$ cat src/verilog/hyper_rx_pkg.sv
// Receive path package: sizes, memory-select mode codes and the PHY word union
package hyper_rx_pkg;

  //////////////////////////////
  // Sizes
  //////////////////////////////

  // Width of byte and beat counts
  localparam int TRANS_SIZE = 16;

  // Destination FIFO entries, kept a power of two so the pointers wrap freely
  localparam int FIFO_DEPTH = 4;
  localparam int FIFO_PTR_W = $clog2(FIFO_DEPTH);
  localparam int FIFO_CNT_W = $clog2(FIFO_DEPTH + 1);

  //////////////////////////////
  // Memory-select modes
  //////////////////////////////

  // 16-bit beats, low byte first
  localparam logic [1:0] MODE_16      = 2'b00;
  // 16-bit beats, high byte first (HyperRAM)
  localparam logic [1:0] MODE_16_SWAP = 2'b10;
  // 32-bit beats (PSRAM x32)
  localparam logic [1:0] MODE_32      = 2'b11;

  //////////////////////////////
  // PHY word
  //////////////////////////////

  // One PHY beat, seen as a whole word or as the two bytes of a half word
  typedef union packed {
    logic [31:0] word;
    struct packed {
      logic [15:0] rsvd;
      logic [7:0]  hi;
      logic [7:0]  lo;
    } half;
  } phy_word_u;

endpackage

$ cat src/verilog/hyper_rx_counter.sv
// Transfer beat counter: beat total at start, countdown on accepted beats, busy flag
`timescale 1ns/100ps

module hyper_rx_counter (
  input  logic                                clk_i,
  input  logic                                rst_ni,
  input  logic                                start_i,
  input  logic [hyper_rx_pkg::TRANS_SIZE-1:0] cfg_rx_size_i,
  input  logic [1:0]                          cfg_mode_i,
  input  logic                                cfg_odd_addr_i,
  input  logic                                beat_i,
  output logic [hyper_rx_pkg::TRANS_SIZE-1:0] remained_o,
  output logic                                busy_o
);

  import hyper_rx_pkg::*;

  logic [TRANS_SIZE:0]   nb_bytes;
  logic [TRANS_SIZE-1:0] beat_total;

  // Bytes on the wire, including the dropped byte of an odd start address
  assign nb_bytes = {1'b0, cfg_rx_size_i} + {{TRANS_SIZE{1'b0}}, cfg_odd_addr_i};

  // Round up to whole beats
  always_comb
  begin
    if (cfg_mode_i == MODE_32)
      beat_total = TRANS_SIZE'((nb_bytes >> 2) + {{TRANS_SIZE{1'b0}}, |nb_bytes[1:0]});
    else
      beat_total = TRANS_SIZE'((nb_bytes >> 1) + {{TRANS_SIZE{1'b0}}, nb_bytes[0]});
  end

  always_ff @(posedge clk_i or negedge rst_ni)
  begin
    if (!rst_ni)
      remained_o <= '0;
    else if (start_i)
      remained_o <= beat_total;
    else if (beat_i)
      remained_o <= remained_o - TRANS_SIZE'(1);
  end

  assign busy_o = |remained_o;

  // PHY must stop once the last beat of the transfer is in
  a_no_extra_beat: assert property (@(posedge clk_i) disable iff (!rst_ni)
    beat_i |-> (remained_o != '0))
    else $error("beat accepted with no beats remaining");

  // A new transfer only starts after the previous one has drained
  a_start_idle: assert property (@(posedge clk_i) disable iff (!rst_ni)
    start_i |-> !busy_o)
    else $error("start while a transfer is busy");

endmodule

$ cat src/verilog/hyper_rx_buffer.sv
// Receive buffer: 16-to-32 packing, HyperRAM byte swap, odd-address shift, tail masking
`timescale 1ns/100ps

module hyper_rx_buffer (
  input  logic                                clk_i,
  input  logic                                rst_ni,
  input  logic [hyper_rx_pkg::TRANS_SIZE-1:0] cfg_rx_size_i,
  input  logic [1:0]                          cfg_mode_i,
  input  logic                                cfg_odd_addr_i,
  input  logic [hyper_rx_pkg::TRANS_SIZE-1:0] remained_i,
  input  logic                                phy_valid_i,
  input  logic                                phy_ready_i,
  input  logic [31:0]                         phy_data_i,
  output logic                                word_valid_o,
  output logic [31:0]                         word_data_o,
  output logic                                last_word_o
);

  import hyper_rx_pkg::*;

  phy_word_u             beat_w;
  logic [15:0]           beat_half;
  logic                  mode_32;
  logic                  beat_acc;
  logic                  beat_last;

  logic                  sel_q;
  logic [31:0]           pack_q;
  logic                  int_valid_q;
  logic                  last_q;

  logic [31:0]           prev_q;
  logic                  prev_vld_q;
  logic                  last_buf_q;
  logic                  tail_valid_q;
  logic                  need_tail;
  logic [31:0]           word_rot;

  logic [31:0]           out_word;
  logic                  out_last;
  logic [TRANS_SIZE-1:0] nb_words;
  logic [TRANS_SIZE-1:0] word_cnt_q;

  assign beat_w    = phy_data_i;
  assign mode_32   = (cfg_mode_i == MODE_32);
  assign beat_acc  = phy_valid_i & phy_ready_i;
  assign beat_last = (remained_i == TRANS_SIZE'(1));

  // HyperRAM sends the high byte first
  assign beat_half = (cfg_mode_i == MODE_16_SWAP) ? {beat_w.half.lo, beat_w.half.hi}
                                                  : beat_w.word[15:0];

  //////////////////////////////
  // 16b/32b packing
  //////////////////////////////

  // Half select, back to the low half after the last beat
  always_ff @(posedge clk_i or negedge rst_ni)
  begin
    if (!rst_ni)
      sel_q <= 1'b0;
    else if (beat_acc)
      sel_q <= ~mode_32 & ~sel_q & ~beat_last;
  end

  always_ff @(posedge clk_i)
  begin
    if (beat_acc)
    begin
      if (mode_32)
        pack_q <= beat_w.word;
      else if (sel_q)
        pack_q[31:16] <= beat_half;
      else
        pack_q[15:0] <= beat_half;
    end
  end

  // Word complete: upper half, any x32 beat or the final beat
  always_ff @(posedge clk_i or negedge rst_ni)
  begin
    if (!rst_ni)
    begin
      int_valid_q <= 1'b0;
      last_q      <= 1'b0;
    end
    else
    begin
      int_valid_q <= beat_acc & (mode_32 | sel_q | beat_last);
      last_q      <= beat_acc & beat_last;
    end
  end

  //////////////////////////////
  // Odd start address
  //////////////////////////////

  // Tail word needed when the shifted stream ends inside the final packed word
  assign need_tail = |cfg_rx_size_i[1:0];

  always_ff @(posedge clk_i)
  begin
    if (int_valid_q)
      prev_q <= pack_q;
  end

  // The tail waits for FIFO room like a beat would
  always_ff @(posedge clk_i or negedge rst_ni)
  begin
    if (!rst_ni)
    begin
      prev_vld_q   <= 1'b0;
      last_buf_q   <= 1'b0;
      tail_valid_q <= 1'b0;
    end
    else
    begin
      if (int_valid_q)
        prev_vld_q <= ~last_q;
      if (int_valid_q & last_q & need_tail & cfg_odd_addr_i)
        last_buf_q <= 1'b1;
      else if (last_buf_q & phy_ready_i)
        last_buf_q <= 1'b0;
      tail_valid_q <= last_buf_q & phy_ready_i;
    end
  end

  // Low byte of the next word completes the previous one
  assign word_rot = tail_valid_q ? {8'h00, prev_q[31:8]} : {pack_q[7:0], prev_q[31:8]};

  //////////////////////////////
  // Output and tail mask
  //////////////////////////////

  always_comb
  begin
    if (cfg_odd_addr_i)
    begin
      word_valid_o = (int_valid_q & prev_vld_q) | tail_valid_q;
      out_word     = word_rot;
      out_last     = tail_valid_q | (last_q & ~need_tail);
    end
    else
    begin
      word_valid_o = int_valid_q;
      out_word     = pack_q;
      out_last     = last_q;
    end
  end

  always_comb
  begin
    word_data_o = out_word;
    if (out_last)
    begin
      case (cfg_rx_size_i[1:0])
        2'b01:   word_data_o = {24'h000000, out_word[7:0]};
        2'b10:   word_data_o = {16'h0000, out_word[15:0]};
        2'b11:   word_data_o = {8'h00, out_word[23:0]};
        default: word_data_o = out_word;
      endcase
    end
  end

  // Emitted words of the current transfer
  assign nb_words = (cfg_rx_size_i >> 2) + TRANS_SIZE'(need_tail);

  always_ff @(posedge clk_i or negedge rst_ni)
  begin
    if (!rst_ni)
    begin
      word_cnt_q  <= '0;
      last_word_o <= 1'b0;
    end
    else
    begin
      last_word_o <= word_valid_o & out_last;
      if (last_word_o)
        word_cnt_q <= '0;
      else if (word_valid_o)
        word_cnt_q <= word_cnt_q + TRANS_SIZE'(1);
    end
  end

  // No word beyond ceil(size/4) reaches the FIFO
  a_word_bound: assert property (@(posedge clk_i) disable iff (!rst_ni)
    word_valid_o |-> (word_cnt_q < nb_words))
    else $error("more words emitted than the transfer holds");

endmodule

$ cat src/verilog/hyper_rx_fifo.sv
// Destination word FIFO with registered early ready
`timescale 1ns/100ps

module hyper_rx_fifo (
  input  logic        clk_i,
  input  logic        rst_ni,
  input  logic        wr_valid_i,
  input  logic [31:0] wr_data_i,
  output logic        wr_ready_o,
  output logic        rd_valid_o,
  input  logic        rd_ready_i,
  output logic [31:0] rd_data_o
);

  import hyper_rx_pkg::*;

  logic [31:0]           mem_q [FIFO_DEPTH];
  logic [FIFO_PTR_W-1:0] wr_ptr_q;
  logic [FIFO_PTR_W-1:0] rd_ptr_q;
  logic [FIFO_CNT_W-1:0] count_q;
  logic [FIFO_CNT_W-1:0] count_next;
  logic                  do_rd;

  assign do_rd      = rd_valid_o & rd_ready_i;
  assign count_next = count_q + FIFO_CNT_W'(wr_valid_i) - FIFO_CNT_W'(do_rd);

  always_ff @(posedge clk_i)
  begin
    if (wr_valid_i)
      mem_q[wr_ptr_q] <= wr_data_i;
  end

  always_ff @(posedge clk_i or negedge rst_ni)
  begin
    if (!rst_ni)
    begin
      wr_ptr_q   <= '0;
      rd_ptr_q   <= '0;
      count_q    <= '0;
      wr_ready_o <= 1'b0;
    end
    else
    begin
      if (wr_valid_i)
        wr_ptr_q <= wr_ptr_q + FIFO_PTR_W'(1);
      if (do_rd)
        rd_ptr_q <= rd_ptr_q + FIFO_PTR_W'(1);
      count_q <= count_next;
      // Two free entries cover the words still inside the buffer
      wr_ready_o <= (FIFO_CNT_W'(FIFO_DEPTH) - count_next) >= FIFO_CNT_W'(2);
    end
  end

  assign rd_valid_o = (count_q != '0);
  assign rd_data_o  = mem_q[rd_ptr_q];

  // The buffer has no stall, so early ready must keep it from overrunning
  a_no_overflow: assert property (@(posedge clk_i) disable iff (!rst_ni)
    wr_valid_i |-> (count_q < FIFO_CNT_W'(FIFO_DEPTH)))
    else $error("write into a full FIFO");

endmodule

$ cat src/verilog/hyper_rx_top.sv
// Receive path top: counter, receive buffer and destination FIFO
`timescale 1ns/100ps

module hyper_rx_top (
  input  logic                                clk_i,
  input  logic                                rst_ni,
  input  logic                                start_i,
  input  logic [hyper_rx_pkg::TRANS_SIZE-1:0] cfg_rx_size_i,
  input  logic [1:0]                          cfg_mode_i,
  input  logic                                cfg_odd_addr_i,
  input  logic                                phy_valid_i,
  input  logic [31:0]                         phy_data_i,
  output logic                                phy_ready_o,
  output logic                                out_valid_o,
  input  logic                                out_ready_i,
  output logic [31:0]                         out_data_o,
  output logic                                done_o
);

  import hyper_rx_pkg::*;

  logic [TRANS_SIZE-1:0] remained;
  logic                  busy;
  logic                  beat;
  logic                  word_valid;
  logic [31:0]           word_data;
  logic                  last_word;

  // Accepted PHY beat
  assign beat = phy_valid_i & phy_ready_o;

  // All beats counted and the final word handed to the FIFO
  assign done_o = ~busy & last_word;

  hyper_rx_counter hyper_rx_counter_inst (
    .clk_i          (clk_i),
    .rst_ni         (rst_ni),
    .start_i        (start_i),
    .cfg_rx_size_i  (cfg_rx_size_i),
    .cfg_mode_i     (cfg_mode_i),
    .cfg_odd_addr_i (cfg_odd_addr_i),
    .beat_i         (beat),
    .remained_o     (remained),
    .busy_o         (busy)
  );

  hyper_rx_buffer hyper_rx_buffer_inst (
    .clk_i          (clk_i),
    .rst_ni         (rst_ni),
    .cfg_rx_size_i  (cfg_rx_size_i),
    .cfg_mode_i     (cfg_mode_i),
    .cfg_odd_addr_i (cfg_odd_addr_i),
    .remained_i     (remained),
    .phy_valid_i    (phy_valid_i),
    .phy_ready_i    (phy_ready_o),
    .phy_data_i     (phy_data_i),
    .word_valid_o   (word_valid),
    .word_data_o    (word_data),
    .last_word_o    (last_word)
  );

  hyper_rx_fifo hyper_rx_fifo_inst (
    .clk_i      (clk_i),
    .rst_ni     (rst_ni),
    .wr_valid_i (word_valid),
    .wr_data_i  (word_data),
    .wr_ready_o (phy_ready_o),
    .rd_valid_o (out_valid_o),
    .rd_ready_i (out_ready_i),
    .rd_data_o  (out_data_o)
  );

endmodule

$ cat config.mk
export PLATFORM = sky130hd
export DESIGN_NAME = hyper_rx_top
export DESIGN_NICKNAME = d
export VERILOG_FILES = /design/src/verilog/hyper_rx_pkg.sv /design/src/verilog/hyper_rx_counter.sv /design/src/verilog/hyper_rx_buffer.sv /design/src/verilog/hyper_rx_fifo.sv /design/src/verilog/hyper_rx_top.sv
export SDC_FILE = /design/constraint.sdc
export NUM_CORES = 1
export LEC_CHECK = 0
export BUFFER_PORTS_ARGS = -buffer_cell sky130_fd_sc_hd__buf_2
export CAP_MARGIN = 15
export CORE_ASPECT_RATIO = 1.25
export CORE_UTILIZATION = 54
export DETAILED_ROUTE_END_ITERATION = 7
export PLACE_DENSITY = 0.77
export SLEW_MARGIN = 10
export SYNTH_ARGS = -nofsm -noshare
export SYNTH_HDL_FRONTEND = slang
export SYNTH_SLANG_ARGS = --single-unit
$ cat constraint.sdc
create_clock -name clk_i -period 2.9 [get_ports clk_i]
set_input_delay 0 -clock clk_i [delete_from_list [all_inputs] [get_ports clk_i]]
set_output_delay 0 -clock clk_i [all_outputs]
set_load 0.01 [all_outputs]
== Word-level counts from Yosys, hierarchy flattened ==
Memory sizes are Yosys's and may differ from the RTL's.
Index checks and enable logic that the tools add are counted.

* Register bits: 95
* Memory bits (writable): 128
* Input port bits: 56
* Output and inout bits: 35
* Logic and storage cells: 83
* Memories kept: 1

{| class="wikitable"
|+ Memory list
! name !! words !! bits a word !! rd ports !! clocked after memory_dff !! write ports !! line !! text
|-
| hyper_rx_fifo_inst.mem_q || 4 || 32 || 1 || 0 || 1 || hyper_rx_fifo.sv:17 || <nowiki>logic [31:0] mem_q [FIFO_DEPTH];</nowiki>
|}

* Add/sub/neg operators: 9
* $lt $le $gt $ge: 1
* Equality and inequality tests: 7
* Mux-type cells: 17
* Bitwise gates (word level): 24
* Reduce and logical (&&, ||, !) cells: 9

{| class="wikitable"
|+ Operator list
! cell !! count
|-
| 32-bit two-way mux || 4
|-
| 16-bit two-way mux || 6
|-
| 32-bit case mux with 3 select lines || 1
|-
| 16-bit by 1-bit adder with 17-bit output || 1
|-
| 15-bit by 1-bit adder with 16-bit output || 1
|-
| 16-bit by 1-bit adder with 16-bit output || 1
|-
| 16-bit by 1-bit == test with 1-bit output (second input constant) || 1
|-
| 16-bit OR reduction || 1
|-
| 16-bit by 1-bit subtractor with 16-bit output (second input constant) || 1
|-
| 1-bit AND || 14
|-
| 2-bit == test (second input constant) || 4
|-
| 1-bit two-way mux || 6
|-
| 1-bit NOT || 6
|-
| 2-bit nonzero test || 3
|-
| 2-bit by 1-bit adder with 2-bit output (second input constant) || 2
|-
| 1-bit OR || 4
|-
| 2-bit AND reduction || 2
|-
| 2-bit OR reduction || 2
|-
| 3-bit by 1-bit adder with 3-bit output || 1
|-
| 3-bit by 2-bit greater-or-equal comparator with 1-bit output (second input constant) || 1
|-
| 3-bit nonzero test || 1
|-
| 3-bit by 1-bit subtractor with 3-bit output || 1
|-
| 3-bit subtractor (first input constant) || 1
|-
| 2-bit by 1-bit == test with 1-bit output (second input constant) || 1
|-
| 2-bit by 1-bit != test with 1-bit output (second input constant) || 1
|}

== Depth between registers and ports, before layout ==
* Word-level depth: 7
* Gate-level depth with buffers: 13
* Mapped depth without buffers: 12

== By module ==
A second synthesis with hierarchy kept.

* Cells, all modules: 783
* Area, all modules: 10463.8 µm²

{| class="wikitable"
|+ Modules (own cells, without submodules)
! module !! times used !! cells each !! area an instance (µm²) !! seq. area each (µm²)
|-
| hyper_rx_fifo || 1 || 208 || 5147.4 || 4043.9
|-
| hyper_rx_buffer || 1 || 275 || 3109.2 || 1856.8
|-
| hyper_rx_counter || 1 || 298 || 2187.1 || 400.4
|-
| hyper_rx_top || 1 || 2 || 20.0 || 0.0
|}

== Worst setup path before layout ==
OpenSTA, ideal clock, no wires.

* Path type: reg2reg
* From: register hyper_rx_buffer_inst.int_valid_q
* To: memory hyper_rx_fifo_inst.mem_q[0][0], enable pin
* Setup time: 0.425 ns
* Arrival time: 2.701 ns
* Data required time: 2.475 ns
* Slack: -0.226 ns
* Stages on the path, launching flop included: 4
* Buffers on the path: 0
* Period minus slack after synthesis: 3.126 ns
* Cells stage by stage: dfrtp_1 a21boi_0 a21oi_1 nor2b_1

* Longest elaborated chain between the ends: 5

{| class="wikitable"
|+ Ends and longest elaborated chain
! item !! line !! text
|-
| start, declared || hyper_rx_buffer.sv:29 || <nowiki>logic int_valid_q;</nowiki>
|-
| start signal, assigned || hyper_rx_buffer.sv:89 || <nowiki>int_valid_q <= beat_acc & (mode_32 | sel_q | beat_last);</nowiki>
|-
| 1-bit AND || hyper_rx_buffer.sv:139 || <nowiki>word_valid_o = (int_valid_q & prev_vld_q) | tail_valid_q;</nowiki>
|-
| 1-bit OR || hyper_rx_buffer.sv:139 ||
|-
| 1-bit two-way mux (*) || hyper_rx_buffer.sv:137 || <nowiki>if (cfg_odd_addr_i)</nowiki>
|-
| 1-bit two-way mux (*) || hyper_rx_fifo.sv:29 || <nowiki>if (wr_valid_i)</nowiki>
|-
| 1-bit two-way mux (implied by the code) (*) || hyper_rx_fifo.sv:30 || <nowiki>mem_q[wr_ptr_q] <= wr_data_i;</nowiki>
|-
| end, declared || hyper_rx_fifo.sv:17 ||
|}

Mark *: on every way between the ends. The rest lies on a longest branch, timed or not.

== Worst setup path in the final report ==
* From: register hyper_rx_fifo_inst.count_q[1]
* To: register hyper_rx_fifo_inst.wr_ready_o

* Longest elaborated chain between the ends: 5
* Elaborated cells on any way between the ends: 6
* Classes of those cells: 3 x add/sub; 1 x order compare; 1 x bitwise; 1 x reduce/logical

{| class="wikitable"
|+ Ends and longest elaborated chain
! item !! line !! text
|-
| start, declared || hyper_rx_fifo.sv:20 || <nowiki>logic [FIFO_CNT_W-1:0] count_q;</nowiki>
|-
| start signal, assigned || hyper_rx_fifo.sv:48 || <nowiki>count_q <= count_next;</nowiki>
|-
| 3-bit nonzero test || hyper_rx_fifo.sv:54 || <nowiki>assign rd_valid_o = (count_q != '0);</nowiki>
|-
| 1-bit AND || hyper_rx_fifo.sv:24 || <nowiki>assign do_rd = rd_valid_o & rd_ready_i;</nowiki>
|-
| net hyper_rx_fifo_inst.do_rd || hyper_rx_fifo.sv:22 || <nowiki>logic do_rd;</nowiki>
|-
| 3-bit by 1-bit subtractor with 3-bit output || hyper_rx_fifo.sv:25 || <nowiki>assign count_next = count_q + FIFO_CNT_W'(wr_valid_i) - FIFO_CNT_W'(do_rd);</nowiki>
|-
| net hyper_rx_fifo_inst.count_next[2] || hyper_rx_fifo.sv:21 || <nowiki>logic [FIFO_CNT_W-1:0] count_next;</nowiki>
|-
| 3-bit subtractor || hyper_rx_fifo.sv:50 || <nowiki>wr_ready_o <= (FIFO_CNT_W'(FIFO_DEPTH) - count_next) >= FIFO_CNT_W'(2);</nowiki>
|-
| 3-bit by 2-bit greater-or-equal comparator with 1-bit output || hyper_rx_fifo.sv:50 ||
|-
| end signal, assigned || hyper_rx_fifo.sv:40 || <nowiki>wr_ready_o <= 1'b0;</nowiki>
|-
| end signal, assigned || hyper_rx_fifo.sv:50 ||
|-
| end, declared || hyper_rx_fifo.sv:9 || <nowiki>output logic wr_ready_o,</nowiki>
|}

The timed path passes the listed nets, and every way through them passes these cells.
A chain may end at the register's enable or synchronous reset.

==> results <==
- The flow ran to the end, but the final reports show violations.
- The checks that failed: design-rule violations.
- Summed over all layers, the global routing overflow is 0.
- Measured along the x axis, the die boundary spans 125.6 um.
- The register bit count reported by yosys is 215.
- Of the post-synthesis cell area, the dominant cell type holds 0.5359.
- Port buffering added 90 buffers.
- The worst setup path is of the reg2reg kind.
- Using the TritonRoute via totals, the vias-per-cell ratio works out to 5.766.
- For the worst flop-to-flop path, the logic depth is 11.
- The routed design has 20,910 um of wire.
- The clock net in this run drives a total of 215 sinks.
- The cell area power density is 764.2 mW/mm^2.
- The completed layout was analyzed and its total power is 9.329 mW.
- The share of the Yosys chip area taken by registers is 0.6112.
- The global placer's final weighted congestion is 0.8793.
- Averaged over all synthesized cells, the footprint is 14.16 sq um.
- The most used flip-flop cell after synthesis is sky130_fd_sc_hd__edfxtp_1.
- The half-perimeter wire length after placement is 14,180 um.
- TritonCTS built the clock tree.
- The slack of the worst reg-to-reg path is 0.22 ns.
- The final design instance area without fill is 0.01221 sq mm.
- The die covers 0.01965 sq mm.
- The placed instances occupy a cell area of 0.01104 sq mm.
- In this run the core area contains 56 standard-cell rows.
- The final setup violation count is 0.
- The count of nets left with antenna violations once routing finished came out at 0.
- The maximum ir drop on the vdd rail is 0.0005731 V.
- Max-cap violations in this run came to 0.
- The core region is 0.01871 sq mm.
- The origin of the worst min-delay path is cfg_rx_size_i[11].
- The number of antenna violations at the first check in global routing came to 0.
- The first routing iteration left 380 violations.
- The clock passes through at most 3 buffers.
- By area the synthesized netlist is led by sky130_fd_sc_hd__edfxtp_1, sky130_fd_sc_hd__dfrtp_1, sky130_fd_sc_hd__mux4_2, sky130_fd_sc_hd__mux2i_1, sky130_fd_sc_hd__nor2_1.
- In this run the critical register-to-register path is launched from hyper_rx_fifo_inst.count_q[1].
- In the global route stage, overall resource usage came out at 0.2205.
- Between clock sinks in the finished design, the worst skew comes to 0.01081 ns.
- The maximum number of pins on one net before global-route repair is 41.
- Excluding fillers, the count of instances in the completed layout stands at 1,117.
- Of the available clock period, the critical path in the final layout requires 0.9229.
- The cell area that synthesis handed to floorplanning was 0.01031 sq mm.
- The repair_antennas step left the layout with diodes totalling 0.
- The number of primary I/O pins is 91.
- The endpoint identified for the worst register-to-register timing path is hyper_rx_fifo_inst.wr_ready_o.
- In this run the tightest slew margin relative to its limit is 0.5168.
- For the pin with the worst max-slew slack, the measured transition is 0.7232 ns.
- The DRC violation count after routing is 8.
- The count of warnings emitted by yosys is 0.
- The tightest min-delay check is of the in2reg type.
- Of all flip-flops after synthesis, the portion carrying an async set or reset was 0.1442.
- The synthesized instance count is 728.
- The number of nets in the finished design is 946.
- The vias after detailed routing is 6,441.
- The H-tree depth is 1.
- Compared with the post-synthesis result, the final layout area differs by 18.41%.
- The endpoint with the worst hold slack is hyper_rx_counter_inst.remained_o[10].
- The first-pass GRT wire length is 34,190 um.
- The first detailed-routing pass ran for 7 iterations.
- The number of endpoints with negative hold slack in the final report was 0.
- At the worst endpoint, the arrival time is 3.05 ns.
- The cell count of the worst hold path is 4.
- For this design the static power due to leakage is 4.435 nW.
- The number of different library cells in the post-synthesis netlist is 67.
- Once the clock tree was built, the setup fixing pass inserted 0 buffers.
- The worst setup path is launched from a flop.
- The required time reported for the critical path endpoint is 3.27 ns.
- The share of final-layout standard cells stronger than drive strength 1 is 0.2576.
- The insertion delay of the later-clocked pin in the worst-skew pair is 0.50 ns.
- The die boundary height is 156.5 um.
- The layout filler cell count is 1,274.
- Dividing the detail-routed wire length by the instance count gives 18.72 um.
- The number of placed cells counting well taps is 1,032.
- The number of max-slew violations in the final report is 0.
- The category of the worst setup path capture point is a flop.
- Of all nets on the critical path, the largest fanout is 3.
- The initial core utilization is 0.5511.
- The clock transition at the registers of the reported paths is 0.06 ns.
- Setup repair after global routing left no endpoint under its margin.
- The root cell of the clock tree is sky130_fd_sc_hd__clkbuf_16.
- The number of flops mapped to enable cells by yosys is 184.
- The cell type with the largest total area after synthesis is sky130_fd_sc_hd__edfxtp_1.
- Synthesis produced a netlist with a net count of 803.
- The number of buffers inserted during clock tree synthesis is 20.
- The number of global-route vias before repair is 6,641.
- Derived from the worst setup path, the maximum achievable clock frequency is 0.3736 GHz.
- The routed design could run at a clock period as short as 2.677 ns.
repair_timing:
action / 4_1_cts / 5_1_grt
hold buffers: 49 / 0
endpoints found under the setup margin: 0 / 1
gates resized for setup: 0 / 2
hold endpoints to repair: 73 / 0
placed cells by master (no fill, tap or decap), types with 25 or more instances in the layout:
master and instances:
sky130_fd_sc_hd__a21oi_1 37, sky130_fd_sc_hd__buf_2 90, sky130_fd_sc_hd__dfrtp_1 30, sky130_fd_sc_hd__dlygate4sd3_1 49
sky130_fd_sc_hd__edfxtp_1 184, sky130_fd_sc_hd__mux2_2 25, sky130_fd_sc_hd__mux2i_1 36, sky130_fd_sc_hd__mux4_2 32
sky130_fd_sc_hd__nand2_1 40, sky130_fd_sc_hd__nor2_1 78, sky130_fd_sc_hd__xnor2_1 30
per-layer routing:
layer,GRT usage,part of all wire,wire [um],vias to the layer above
li1,-,-,-,3022
met1,0.2836,0.42,8748,3162
met2,0.3939,0.51,10650,223
met3,0.01880,0.049,1023,34
met4,0.07607,0.023,486,0
met5,0,0,0,-
through the flow:
step / hold slack (ns) / util / setup slack (ns) / setup TNS (ns)
floorplan: -0.2956 / - / -0.2259 / -28.91
global placement: 0.07758 / 0.5900 / 0.3681 / 0
detailed placement: 0.08075 / 0.5900 / 0.1860 / 0
CTS: 0.003733 / 0.6518 / 0.1851 / 0
global route: 0.03751 / 0.6526 / 0.04943 / 0
finish: 0.02867 / 0.6526 / 0.2235 / 0
kinds of logic after synthesis:
group,synth area share
buffers and inverters,0.02197
adders and majority gates,0.02379
AOI/OAI and AO/OA,0.05170
xor gates and xnor gates,0.04502
and+or+nand+nor,0.1142
muxes,0.1322
DFF,0.6112
critical path, stage by stage (launching register included):
cell and delay, ns:
sky130_fd_sc_hd__dfrtp_1 0.44, sky130_fd_sc_hd__or3_1 0.38, sky130_fd_sc_hd__and2_1 0.20, sky130_fd_sc_hd__ha_1 0.31, sky130_fd_sc_hd__inv_1 0.06, sky130_fd_sc_hd__ha_1 0.13
sky130_fd_sc_hd__inv_1 0.04, sky130_fd_sc_hd__fa_1 0.40, sky130_fd_sc_hd__xnor2_2 0.21, sky130_fd_sc_hd__xnor2_2 0.16, sky130_fd_sc_hd__xnor2_1 0.14, sky130_fd_sc_hd__nand3b_1 0.09
report_power, final:
part	total [mW]	switching, mW	leakage, nW	internal (mW)
Clock	2.58	1.11	0.312	1.47
Combinational	2.46	1.30	2.07	1.17
Sequential	4.28	0.279	2.05	4.00
Yosys cell counts (3+ instances only):
cell	instances
sky130_fd_sc_hd__edfxtp_1	184
sky130_fd_sc_hd__nor2_1	78
sky130_fd_sc_hd__nand2_1	40
sky130_fd_sc_hd__a21oi_1	37
sky130_fd_sc_hd__mux2i_1	36
sky130_fd_sc_hd__mux4_2	32
sky130_fd_sc_hd__xnor2_1	32
sky130_fd_sc_hd__dfrtp_1	31
sky130_fd_sc_hd__mux2_2	25
sky130_fd_sc_hd__clkbuf_1	21
sky130_fd_sc_hd__xor2_1	21
sky130_fd_sc_hd__ha_1	18
sky130_fd_sc_hd__inv_1	16
sky130_fd_sc_hd__nor2b_1	13
sky130_fd_sc_hd__o21ai_0	10
sky130_fd_sc_hd__nand3_1	9
sky130_fd_sc_hd__nand3b_1	9
sky130_fd_sc_hd__nor4_1	8
sky130_fd_sc_hd__nor3_1	7
sky130_fd_sc_hd__buf_2	6
sky130_fd_sc_hd__nand4bb_1	6
sky130_fd_sc_hd__a221oi_1	5
sky130_fd_sc_hd__a31oi_1	5
sky130_fd_sc_hd__buf_1	5
sky130_fd_sc_hd__nand2b_1	5
sky130_fd_sc_hd__o22ai_1	5
sky130_fd_sc_hd__and2_1	4
sky130_fd_sc_hd__and3_1	4
sky130_fd_sc_hd__or3_1	4
sky130_fd_sc_hd__buf_4	3
sky130_fd_sc_hd__nand4_1	3
sky130_fd_sc_hd__nor4_2	3
registers in the layout, indices dropped and copies added, names as in the netlist, 2 cells and up:
name / flops
hyper_rx_buffer_inst.pack_q: 32
hyper_rx_buffer_inst.prev_q: 24
hyper_rx_fifo_inst.count_q: 3
hyper_rx_fifo_inst.rd_ptr_q: 2
hyper_rx_fifo_inst.mem_q: 128
hyper_rx_counter_inst.remained_o: 16
hyper_rx_fifo_inst.wr_ptr_q: 2
worst max-delay path by stage:
stage                                                 to  cells past startpoint  slack, ns                             start
floorplan                 hyper_rx_fifo_inst.mem_q[0][0]                      3      -0.23  hyper_rx_buffer_inst.int_valid_q
global placement           hyper_rx_fifo_inst.wr_ready_o                     11       0.37     hyper_rx_fifo_inst.count_q[1]
detailed placement         hyper_rx_fifo_inst.wr_ready_o                     11       0.19     hyper_rx_fifo_inst.count_q[1]
CTS                        hyper_rx_fifo_inst.wr_ready_o                     11       0.19     hyper_rx_fifo_inst.count_q[1]
global route        hyper_rx_counter_inst.remained_o[12]                     12       0.05                  cfg_rx_size_i[0]
finish                     hyper_rx_fifo_inst.wr_ready_o                     11       0.22     hyper_rx_fifo_inst.count_q[1]
final cells by class:
type | count | area, sq um | area share
clock buffer | 22 | 508.0 | 0.04161
clock inverter | 14 | 156.4 | 0.01281
inverter | 16 | 60.06 | 0.004920
sequential | 215 | 6302 | 0.5162
timing repair buffer | 158 | 1084 | 0.08876
tap | 232 | 290.3 | 0.02378
multi-input combinational | 460 | 3807 | 0.3119
Note: power is estimated with default switching activity, not from simulation.
